### src/source/ptw_consts.svh
`ifndef PTW_CONSTS_SVH
`define PTW_CONSTS_SVH

// number of walk requesters (instruction and data TLB, plus one spare)
`define PTW_NUM_RQS 3

// tag on load results that belong to the walker
`define PTW_LD_TAG 7'h40

// first physical byte address outside the legal memory range
`define PTW_MEM_LIMIT 32'h1000_0000

// true when a physical byte address is inside the legal range
`define IS_LEGAL_ADDR(a) ((a) < `PTW_MEM_LIMIT)

`endif
### src/source/ptwPkg.sv
`default_nettype none

package ptwPkg;

    typedef logic [31:0] vaddrT;
    typedef logic [31:0] ldAddrT;
    typedef logic [31:0] pteT;
    typedef logic [21:0] ppnT;
    typedef logic [19:0] vpnT;
    // only the low 20 bits of satp.ppn reach the load address
    typedef logic [19:0] rootPpnT;
    typedef logic [1:0]  rqIdT;
    typedef logic [2:0]  rwxT;
    typedef logic [6:0]  ldTagT;

    typedef struct packed {
        logic    valid;
        vaddrT   addr;
        rootPpnT rootPpn;
    } walkReqT;

    typedef struct packed {
        logic valid;
        logic busy;
        rqIdT rqId;
        vpnT  vpn;
        ppnT  ppn;
        logic isSuperPage;
        logic pageFault;
        rwxT  rwx;
        logic globl;
        logic user;
    } walkResT;

    typedef struct packed {
        logic   valid;
        ldAddrT addr;
    } ldUOpT;

    typedef struct packed {
        logic valid;
        logic fail;
    } ldAckT;

    typedef struct packed {
        logic  valid;
        ldTagT tag;
        pteT   data;
    } ldResT;

    typedef struct packed {
        logic   isPointer;
        ldAddrT nextAddr;
        logic   pageFault;
        logic   isSuperPage;
        ppnT    ppn;
        rwxT    rwx;
        logic   globl;
        logic   user;
    } pteInfoT;

    typedef enum logic [0:0] {
        IDLE,
        WAIT_FOR_LOAD
    } walkStateT;

endpackage

`default_nettype wire

### src/source/ptwTop.sv
`default_nettype none
`include "ptw_consts.svh"

module ptwTop #(
    parameter int NUM_RQS = `PTW_NUM_RQS
) (
    input  wire              clk,
    input  wire              rst,

    input  ptwPkg::walkReqT  rqs [NUM_RQS-1:0],
    output ptwPkg::walkResT  res,

    input  wire              ldStall,
    output ptwPkg::ldUOpT    ldUOp,
    input  ptwPkg::ldAckT    ldAck,
    input  ptwPkg::ldResT    ldRes
);

    logic              idle;
    logic              grantValid;
    ptwPkg::rqIdT      grantId;
    ptwPkg::walkReqT   grantReq;

    ptwPkg::pteT       pte;
    logic              isLeafLevel;
    ptwPkg::vaddrT     walkAddr;
    ptwPkg::pteInfoT   pteInfo;

    walkArbiter #(
        .NUM_RQS(NUM_RQS)
    ) u_arbiter (
        .clk(clk),
        .rst(rst),
        .rqs(rqs),
        .idle(idle),
        .grantValid(grantValid),
        .grantId(grantId),
        .grantReq(grantReq)
    );

    pageWalker u_walker (
        .clk(clk),
        .rst(rst),
        .grantValid(grantValid),
        .grantId(grantId),
        .grantReq(grantReq),
        .idle(idle),
        .ldStall(ldStall),
        .ldUOp(ldUOp),
        .ldAck(ldAck),
        .ldRes(ldRes),
        .pteInfo(pteInfo),
        .pte(pte),
        .isLeafLevel(isLeafLevel),
        .walkAddr(walkAddr),
        .res(res)
    );

    pteDecoder u_decoder (
        .pte(pte),
        .isLeafLevel(isLeafLevel),
        .walkAddr(walkAddr),
        .info(pteInfo)
    );

endmodule

`default_nettype wire

### src/source/pageWalker.sv
`default_nettype none
`include "ptw_consts.svh"

module pageWalker (
    input  wire              clk,
    input  wire              rst,

    // from the arbiter
    input  wire              grantValid,
    input  ptwPkg::rqIdT     grantId,
    input  ptwPkg::walkReqT  grantReq,
    output logic             idle,

    // shared load port
    input  wire              ldStall,
    output ptwPkg::ldUOpT    ldUOp,
    input  ptwPkg::ldAckT    ldAck,
    input  ptwPkg::ldResT    ldRes,

    // decoder side
    input  ptwPkg::pteInfoT  pteInfo,
    output ptwPkg::pteT      pte,
    output logic             isLeafLevel,
    output ptwPkg::vaddrT    walkAddr,

    // to the requesters
    output ptwPkg::walkResT  res
);

    ptwPkg::walkStateT state;

    // high while the walk is on the root table
    logic firstLevel;

    ptwPkg::vaddrT walkAddrQ;
    ptwPkg::rqIdT  rqIdQ;

    logic ldResValid;

    assign ldResValid = ldRes.valid && (ldRes.tag == `PTW_LD_TAG);

    assign idle = (state == ptwPkg::IDLE);

    // decoder sees the returned word directly
    assign pte = ldRes.data;
    assign isLeafLevel = !firstLevel;
    assign walkAddr = walkAddrQ;

    always_ff @(posedge clk) begin
        if (rst) begin
            state <= ptwPkg::IDLE;
            ldUOp.valid <= 1'b0;
            res.valid <= 1'b0;
            res.busy <= 1'b0;
        end else begin
            // result is a single-cycle pulse
            res.valid <= 1'b0;

            case (state)
                ptwPkg::IDLE: begin
                    res.busy <= 1'b0;
                    if (grantValid) begin
                        state <= ptwPkg::WAIT_FOR_LOAD;
                        firstLevel <= 1'b1;
                        walkAddrQ <= grantReq.addr;
                        rqIdQ <= grantId;

                        // root table entry indexed by VPN1
                        ldUOp.valid <= 1'b1;
                        ldUOp.addr <= {grantReq.rootPpn, grantReq.addr[31:22], 2'b00};

                        res.busy <= 1'b1;
                        res.rqId <= grantId;
                    end
                end

                ptwPkg::WAIT_FOR_LOAD: begin
                    if (ldUOp.valid) begin
                        // held until the port takes it
                        if (!ldStall) begin
                            ldUOp.valid <= 1'b0;
                        end
                    end else if (ldResValid) begin
                        if (pteInfo.isPointer) begin
                            ldUOp.valid <= 1'b1;
                            ldUOp.addr <= pteInfo.nextAddr;
                            firstLevel <= 1'b0;
                        end else begin
                            state <= ptwPkg::IDLE;
                            res.valid <= 1'b1;
                            res.busy <= 1'b0;
                            res.rqId <= rqIdQ;
                            res.vpn <= walkAddrQ[31:12];
                            res.ppn <= pteInfo.ppn;
                            res.isSuperPage <= pteInfo.isSuperPage;
                            res.pageFault <= pteInfo.pageFault;
                            res.rwx <= pteInfo.rwx;
                            res.globl <= pteInfo.globl;
                            res.user <= pteInfo.user;
                        end
                    end else if (ldAck.valid && ldAck.fail) begin
                        // load unit had no room, try again with the same address
                        ldUOp.valid <= 1'b1;
                    end
                end

                default: begin
                    state <= ptwPkg::IDLE;
                end
            endcase
        end
    end

    resSinglePulse: assert property (
        @(posedge clk) disable iff (rst)
        res.valid |=> !res.valid
    );

    // a stalled load keeps its request and address
    ldAddrHeldOnStall: assert property (
        @(posedge clk) disable iff (rst)
        (ldUOp.valid && ldStall) |=> (ldUOp.valid && $stable(ldUOp.addr))
    );

endmodule

`default_nettype wire

### src/source/pteDecoder.sv
`default_nettype none
`include "ptw_consts.svh"

module pteDecoder (
    input  ptwPkg::pteT     pte,
    input  wire             isLeafLevel,
    input  ptwPkg::vaddrT   walkAddr,
    output ptwPkg::pteInfoT info
);

    // Sv32 PTE bits: V=0 R=1 W=2 X=3 U=4 G=5 A=6 D=7
    ptwPkg::ldAddrT nextAddr;
    logic           isPointer;
    logic           leafFault;

    // second-level table entry indexed by VPN0
    assign nextAddr = {pte[29:10], walkAddr[21:12], 2'b00};

    assign isPointer = (pte[3:0] == 4'b0001)
                    && (pte[31:30] == 2'b00)
                    && !isLeafLevel
                    && `IS_LEGAL_ADDR(nextAddr);

    always_comb begin
        leafFault = 1'b0;
        // not valid or not accessed
        if (!pte[0] || !pte[6]) begin
            leafFault = 1'b1;
        end
        // invalid and reserved rwx encodings
        case (pte[3:1])
            3'b000,
            3'b010,
            3'b110: leafFault = 1'b1;
            default: ;
        endcase
        // misaligned superpage
        if (!isLeafLevel && (pte[19:10] != 10'd0)) begin
            leafFault = 1'b1;
        end
    end

    always_comb begin
        info.isPointer = isPointer;
        info.nextAddr = nextAddr;
        info.pageFault = !isPointer && leafFault;
        info.isSuperPage = !isLeafLevel;
        info.ppn = pte[31:10];
        info.rwx = '0;
        info.globl = 1'b0;
        info.user = 1'b0;
        if (!leafFault) begin
            // write only if already dirty, A/D updates are not done here
            info.rwx = {pte[1], pte[2] && pte[7], pte[3]};
            info.globl = pte[5];
            info.user = pte[4];
        end
    end

endmodule

`default_nettype wire

### src/source/walkArbiter.sv
`default_nettype none
`include "ptw_consts.svh"

module walkArbiter #(
    parameter int NUM_RQS = `PTW_NUM_RQS
) (
    input  wire                   clk,
    input  wire                   rst,
    input  ptwPkg::walkReqT       rqs [NUM_RQS-1:0],
    input  wire                   idle,
    output logic                  grantValid,
    output ptwPkg::rqIdT          grantId,
    output ptwPkg::walkReqT       grantReq
);

    // index that gets first look in the next search
    ptwPkg::rqIdT rrPtr;

    // search from the pointer upward, wrapping around.
    // walking the offsets downward lets the lowest offset win
    always_comb begin
        int idx;
        grantValid = 1'b0;
        grantId = '0;
        for (int off = NUM_RQS - 1; off >= 0; off--) begin
            idx = (int'(rrPtr) + off) % NUM_RQS;
            if (idle && rqs[idx].valid) begin
                grantValid = 1'b1;
                grantId = ptwPkg::rqIdT'(idx);
            end
        end
    end

    assign grantReq = rqs[grantId];

    // pointer moves to one past the granted requester
    always_ff @(posedge clk) begin
        if (rst) begin
            rrPtr <= '0;
        end else if (grantValid) begin
            if (int'(grantId) == NUM_RQS - 1) begin
                rrPtr <= '0;
            end else begin
                rrPtr <= grantId + 2'd1;
            end
        end
    end

    // a grant lands on an idle walker, and the walker leaves idle right after
    grantWhileIdle: assert property (
        @(posedge clk) disable iff (rst)
        grantValid |-> idle ##1 !idle
    );

endmodule

`default_nettype wire

### config.mk
export PLATFORM = sky130hd
export DESIGN_NAME = ptwTop
export DESIGN_NICKNAME = d
export VERILOG_FILES = /design/src/source/ptwPkg.sv /design/src/source/ptwTop.sv /design/src/source/pageWalker.sv /design/src/source/pteDecoder.sv /design/src/source/walkArbiter.sv
export VERILOG_INCLUDE_DIRS = /design/src /design/src/source
export SDC_FILE = /design/constraint.sdc
export NUM_CORES = 1
export LEC_CHECK = 0
export BUFFER_PORTS_ARGS = -buffer_cell sky130_fd_sc_hd__buf_2
export CAP_MARGIN = 5
export CORE_MARGIN = 4
export CORE_UTILIZATION = 35
export DETAILED_ROUTE_END_ITERATION = 8
export PLACE_DENSITY = 0.65
export RECOVER_POWER = 25
export SYNTH_ARGS = -nofsm -noshare
export SYNTH_HDL_FRONTEND = slang
export SYNTH_HIERARCHICAL = 1
export SYNTH_SLANG_ARGS = --single-unit
### constraint.sdc
create_clock -name clk -period 5.9 [get_ports clk]
set_input_delay 0 -clock clk [delete_from_list [all_inputs] [get_ports clk]]
set_output_delay 0 -clock clk [all_outputs]
set_load 0.01 [all_outputs]
==> impl_results.md, run 1 <==
* Max stage delay cell, worst path: o21a_2
* Layout cells sized above 1 at 34.33%
* Initial core utilization at 35.72%
* Remaining Overflow, GRT at 0
* Slowest stage delay, CP at 0.89 ns
* DR vias/cell at 5.003
* Gr usage total at 16.91%
* HP Class: in2reg
* Status: completed
* Drt drc at 0
* Pleak at 0.002792 µW
* Dpl ws at 2.127 ns
* Final Hold Vio Count at 0
* Post-CTS Setup Bufs at 0
* Tot Pwr at 2856 µW
* Psw at 1083 µW
* Switching Fraction at 37.93%
* First drt pass iteration count at 6
* Area growth, synth to finish at 21.28%
* Startpoint Class: flip-flop
* Number of global-route vias before repair at 4571
* CTS tree: yes
* Max Root-Sink Buffers at 2
* CP Capture Type: flip-flop
* Max_cap viols at 0
* Ant diodes at 0
* Worst-Skew Late Latency at 0.35 ns
* YS warnings at 6
* Grt met1 use at 20.65%
* FP Rows at 47
* Crit path kind: reg2reg
* Met2 Usage GRT at 29.34%
* Largest net degree at the start of global routing at 47
* Combinational share of power at 39.7%
* Number of buffers added on ports at 251
* Worst path required time at 6.12 ns
* Worst Slack Setup Final at 2.097 ns
* Placeable Area at 0.01664 mm²
* Clock Pin Slew Worst Setup and Hold Paths at 0.08 ns
* First-pass GRT wire length at 25760 µm
* # clock sinks at 112
* Die W at 138.3 µm
* RSZ-0062 raised after global routing: no
* I/O pin count at 290
* Placed cell area at 0.006673 mm²
* Wirelength per Cell at 18.28 µm
* Post-Syn Area at 0.005944 mm²
* Worst slew pin tran at 1.094 ns
* Tmin final at 3.803 ns
* Filler Cells Inserted at 1617
* CTS H-tree depth at 3
* Power Dens Cells at 396.2 mW/mm²
* Worst Path Max Fanout at 41
* Mean Syn Cell Area at 11.24 µm²
* Initial antenna violation count at 1
* Final period util at 64.45%
* Reg2Reg Setup Slack at 2.10 ns
* Clock skew at 0.005984 ns
* Routed WL at 16910 µm
* Arr. time, crit path at 4.02 ns
* Final setup vio count at 0
* Worst-path cell chain: inv_1, buf_4, inv_1, a221oi_1, o21a_2, a31oi_1, a21oi_1, dlygate4sd3_1
* Crit path max-delay family: compound AO/OA/AOI/OAI gates
* CP bufs+invs at 4
* Layout Nets at 907
* Setup_tns at 0 ns
* Die Y at 138.3 µm
* Vias at 4628
* DRT iter0 DRCs at 300
* Global route hottest layer: met2
* DP Wirelength at 11740 µm
* Antenna Nets Post-Route at 0
* Cts bufs inserted at 9
* Fmax at 0.2630 GHz
* Seq pwr share at 39.3%
* Max-slew headroom at 26.78%
* Final Slew Violations at 0
* DIE AREA at 0.01913 mm²
* Most used cell, CP: inv_1
* Root buffer cell: clkbuf_16
* Met3 track demand over resource at 4.731%
* Cells after Synth at 529
* Post-route cell area at 0.007209 mm²
* Cell internal pwr at 1773 µW
* Gpl congestion at 0.8200
* Clock power frac at 21.0%
* Peak supply drop at 544.7 µV
cell usage in the layout (no fill, tap or decap), drive strengths merged, types with 2 or more instances in the layout:
cell and instances:
mux2i 4, inv 15, ha 3, dlygate4sd3 31, buf 206, o211a 2, nor2 48, o21a 2
clkbuf 61, a31oi 41, a221oi 2, or3 2, a22o 31, nand4b 2, a21o 2, nor2b 2
nor3 4, dfxtp 6, conb 2, nand2b 5, nand2 7, o21ai 45, o22ai 2, and3 4
nand3 5, nor3b 4, edfxtp 106, nor4 5, clkinv 2, a21oi 45
path summary, 6_finish.rpt:
| path | start | to | cells past startpoint |
|---|---|---|---|
| worst min register to register | u_walker/walkAddr[23] | u_walker/res[40] | 0 |
| worst min-delay path | rqs[143] | u_walker/walkAddr[17] | 3 |
| worst max-delay path | u_walker/state | u_walker/walkAddr[13] | 8 |
| worst max register to register | u_walker/state | u_walker/walkAddr[13] | 8 |
repair_timing:
action	CTS	global route
hold buffers	31	0
resized for setup	0	0
hold endpoints to repair	49	0
tightest hold or removal path, cell delays in order:
cell	delay (ns)
buf_2	0.07
nor2_1	0.03
a21oi_1	0.14
registers in the layout (all words and copies together), names as in the netlist:
name / flops
u_walker/res: 53
u_walker/firstLevel: 1
u_arbiter/rrPtr: 2
u_walker/ldUOp: 33
u_walker/walkAddr: 20
u_walker/state: 1
u_walker/rqIdQ: 2
metal layers:
layer | vias up | part of all wire [%] | routed length [µm]
met1 | 2195 | 41 | 6926
li1 | 2213 | - | -
met3 | 34 | 5.9 | 1005
met2 | 184 | 51 | 8554
met5 | - | 0.077 | 13
met4 | 2 | 2.4 | 405
per-stage QoR:
| stage | utilization (%) | hold WS, ns | instances |
|---|---|---|---|
| 6_report | 43.32 | 0.02306 | 925 |
| 5_1_grt | 43.32 | 0.01377 | 925 |
| 4_1_cts | 43.71 | 0.004936 | 925 |
| 3_5_place_dp | 40.09 | 0.1950 | 878 |
| 3_3_place_gp | 40.09 | 0.1947 | 878 |
| 2_1_floorplan | - | 0.06907 | 530 |
final cells by class:
cell class	instances	area, µm²	area share, %
clock buffers	9	225.2	3.124
flip-flops and latches	112	3303	45.82
multi-input cells	278	1748	24.25
clock inverters	7	66.31	0.9198
inverters	10	37.54	0.5207
repair buffers	289	1554	21.56
well taps	220	275.3	3.818
power by group through the flow:
stage               Clock (µW)  Combinational (µW)  Sequential [µW]
floorplan                    0                 853             1170
global placement             0                1100             1140
detailed placement           0                1110             1140
CTS                        625                1140             1120
global route               656                1230             1140
finish                     601                1130             1120
(Power assumes the default switching activity.)
==> run 2, diff against run 1 <==
Clock period 5.9 ns to 3.68 ns, I/O delays scaled along.
==> impl_results.md, run 2 (same netlist as run 1, synthesis figures left out) <==
* Post-route cell area at 0.007287 mm² (was 0.007209 mm²)
* Initial core utilization at 35.72% (unchanged)
* Placeable Area at 0.01664 mm² (unchanged)
* Number of buffers added on ports at 251 (unchanged)
* Final period util at 85.28% (was 64.45%)
* Startpoint Class: flip-flop (unchanged)
* R2r startpoint: u_arbiter/rrPtr[0] (was u_walker/state)
* Worst slew pin tran at 1.044 ns (was 1.094 ns)
* Power Dens Cells at 639.6 mW/mm² (was 396.2 mW/mm²)
* Fmax at 0.3186 GHz (was 0.2630 GHz)
* Vias at 4672 (was 4628)
* Fin cells at 931 (was 925)
* CP Capture Type: flip-flop (unchanged)
* Gpl congestion at 0.8025 (was 0.8200)
* Cts bufs inserted at 9 (unchanged)
* Tot Pwr at 4661 µW (was 2856 µW)
* Routed WL at 17060 µm (was 16910 µm)
* Commonest non-fill, non-tap cells in the layout: buf_2 (198), edfxtp_1 (106), clkbuf_1 (52) (was buf_2 (199), edfxtp_1 (106), clkbuf_1 (52))
* Ant diodes at 0 (unchanged)
* Drt drc at 0 (unchanged)
* DR vias/cell at 5.018 (was 5.003)
* Layout Nets at 913 (was 907)
* Area growth, synth to finish at 22.58% (was 21.28%)
* Die W at 138.3 µm (unchanged)
* Wirelength per Cell at 18.33 µm (was 18.28 µm)
* Clock skew at 0.009966 ns (was 0.005984 ns)
* Initial antenna violation count at 0 (was 1)
* Largest net degree at the start of global routing at 44 (was 47)
* Worst path required time at 3.90 ns (was 6.12 ns)
* Layout cells sized above 1 at 34.74% (was 34.33%)
* Worst-Skew Late Latency at 0.35 ns (about the same)
* First-pass GRT wire length at 25960 µm (was 25760 µm)
* Clock Pin Slew Worst Setup and Hold Paths at 0.08 ns (about the same)
* I/O pin count at 290 (unchanged)
* Placed cell area at 0.006755 mm² (was 0.006673 mm²)
* CTS tree: yes (unchanged)
* DP Wirelength at 11890 µm (was 11740 µm)
* Commonest non-fill, non-tap cell in the layout: buf_2 (unchanged)
* Top reg by flops: u_walker/res (unchanged)
* Post-CTS Setup Bufs at 0 (unchanged)
* RSZ-0062 raised after global routing: no (unchanged)
* Worst Path Max Fanout at 21 (was 41)
* Antenna Nets Post-Route at 0 (unchanged)
* Status: completed (unchanged)
* Remaining Overflow, GRT at 0 (unchanged)
* Hold Path Origin: ldRes[2] (was rqs[143])
* Die Y at 138.3 µm (unchanged)
* DIE AREA at 0.01913 mm² (unchanged)
* Crit path kind: reg2reg (unchanged)
* CTS H-tree depth at 3 (unchanged)
* Final Hold Vio Count at 0 (unchanged)
* Arr. time, crit path at 3.36 ns (was 4.02 ns)
* DRT iter0 DRCs at 445 (was 300)
* Gr usage total at 17.26% (was 16.91%)
* Placed cells at 884 (was 878)
* Number of global-route vias before repair at 4505 (was 4571)
* Tmin final at 3.138 ns (was 3.803 ns)
* Critical path launch point: u_arbiter/rrPtr[0] (was u_walker/state)
* Filler Cells Inserted at 1593 (was 1617)
* Max FFs per register at 53 (unchanged)
* First drt pass iteration count at 4 (was 6)
* # clock sinks at 112 (unchanged)
* Setup_tns at 0 ns (unchanged)
* Max_cap viols at 0 (unchanged)
* Final Slew Violations at 0 (unchanged)
* Final setup vio count at 0 (unchanged)
* Root buffer cell: clkbuf_16 (unchanged)
* Max-slew headroom at 30.16% (was 26.78%)
* Peak supply drop at 252.3 µV (was 544.7 µV)
* HP Class: in2reg (unchanged)
* Max Root-Sink Buffers at 2 (unchanged)
* Pleak at 0.002824 µW (was 0.002792 µW)
* FP Rows at 47 (unchanged)
[run 2: changes by cell type in the layout (fill, tap and decap cells not counted), sizes merged]
cell,change
inv,-1
buf,+6
clkinvlp,+1
[run 2: critical path, cell delays in order (launching register included)]
cell and delay (ns):
dfxtp_1 0.34, inv_1 0.07, ha_1 0.44, a21oi_1 0.11
a221oi_1 0.56, o21a_2 0.57, a31oi_1 0.16, a21oi_1 0.19
dlygate4sd3_1 0.57
[run 2: power by group]
group          leakage, µW  switching (µW)  internal, µW
logic              0.00165            1210           702
clock network     0.000139             483           476
registers          0.00103            63.9          1720
total              0.00282            1760          2900
[run 2: layout make-up]
type                       count  area (µm²)  area share [%]
tap                          220       275.3           3.777
clock inverter                 7       62.56          0.8585
inverter                      10       37.54          0.5151
sequential                   112        3303           45.33
timing repair buffer         295        1635           22.44
multi-input combinational    278        1748           23.99
clock buffer                   9       225.2           3.091
[run 2: final timing paths]
check | to | slack [ns] | cells past startpoint
worst max-delay path | u_walker/walkAddr[20] | 0.54 | 8
worst min register to register | u_walker/res[41] | 0.42 | 0
worst max register to register | u_walker/walkAddr[20] | 0.54 | 8
worst min-delay path | u_walker/res[3] | 0.01 | 3
[run 2: per-stage QoR]
step           hold slack [ns]  setup slack [ns]  util [%]
2_1_floorplan          0.06907            0.5846         -
3_3_place_gp            0.1949            0.7449     40.59
3_5_place_dp            0.1962            0.6893     40.59
4_1_cts              0.0002154            0.5911     44.18
5_1_grt                0.02073            0.2825     43.79
6_report               0.01421            0.5416     43.79
[run 2: per-layer routing]
layer	GRT usage [%]	wire length [µm]	share of wire [%]	vias up
met5	0	0	0	-
met4	6.136	312	1.8	0
met1	22.45	7276	43	2215
li1	-	-	-	2240
met3	3.488	1006	5.9	23
met2	28.73	8468	50	194
[run 2: what timing repair did]
action / CTS / global route
gates resized for setup: 0 / 0
endpoints found under the hold margin: 47 / 0
hold buffers: 31 / 0
setup endpoints to repair: 0 / 0
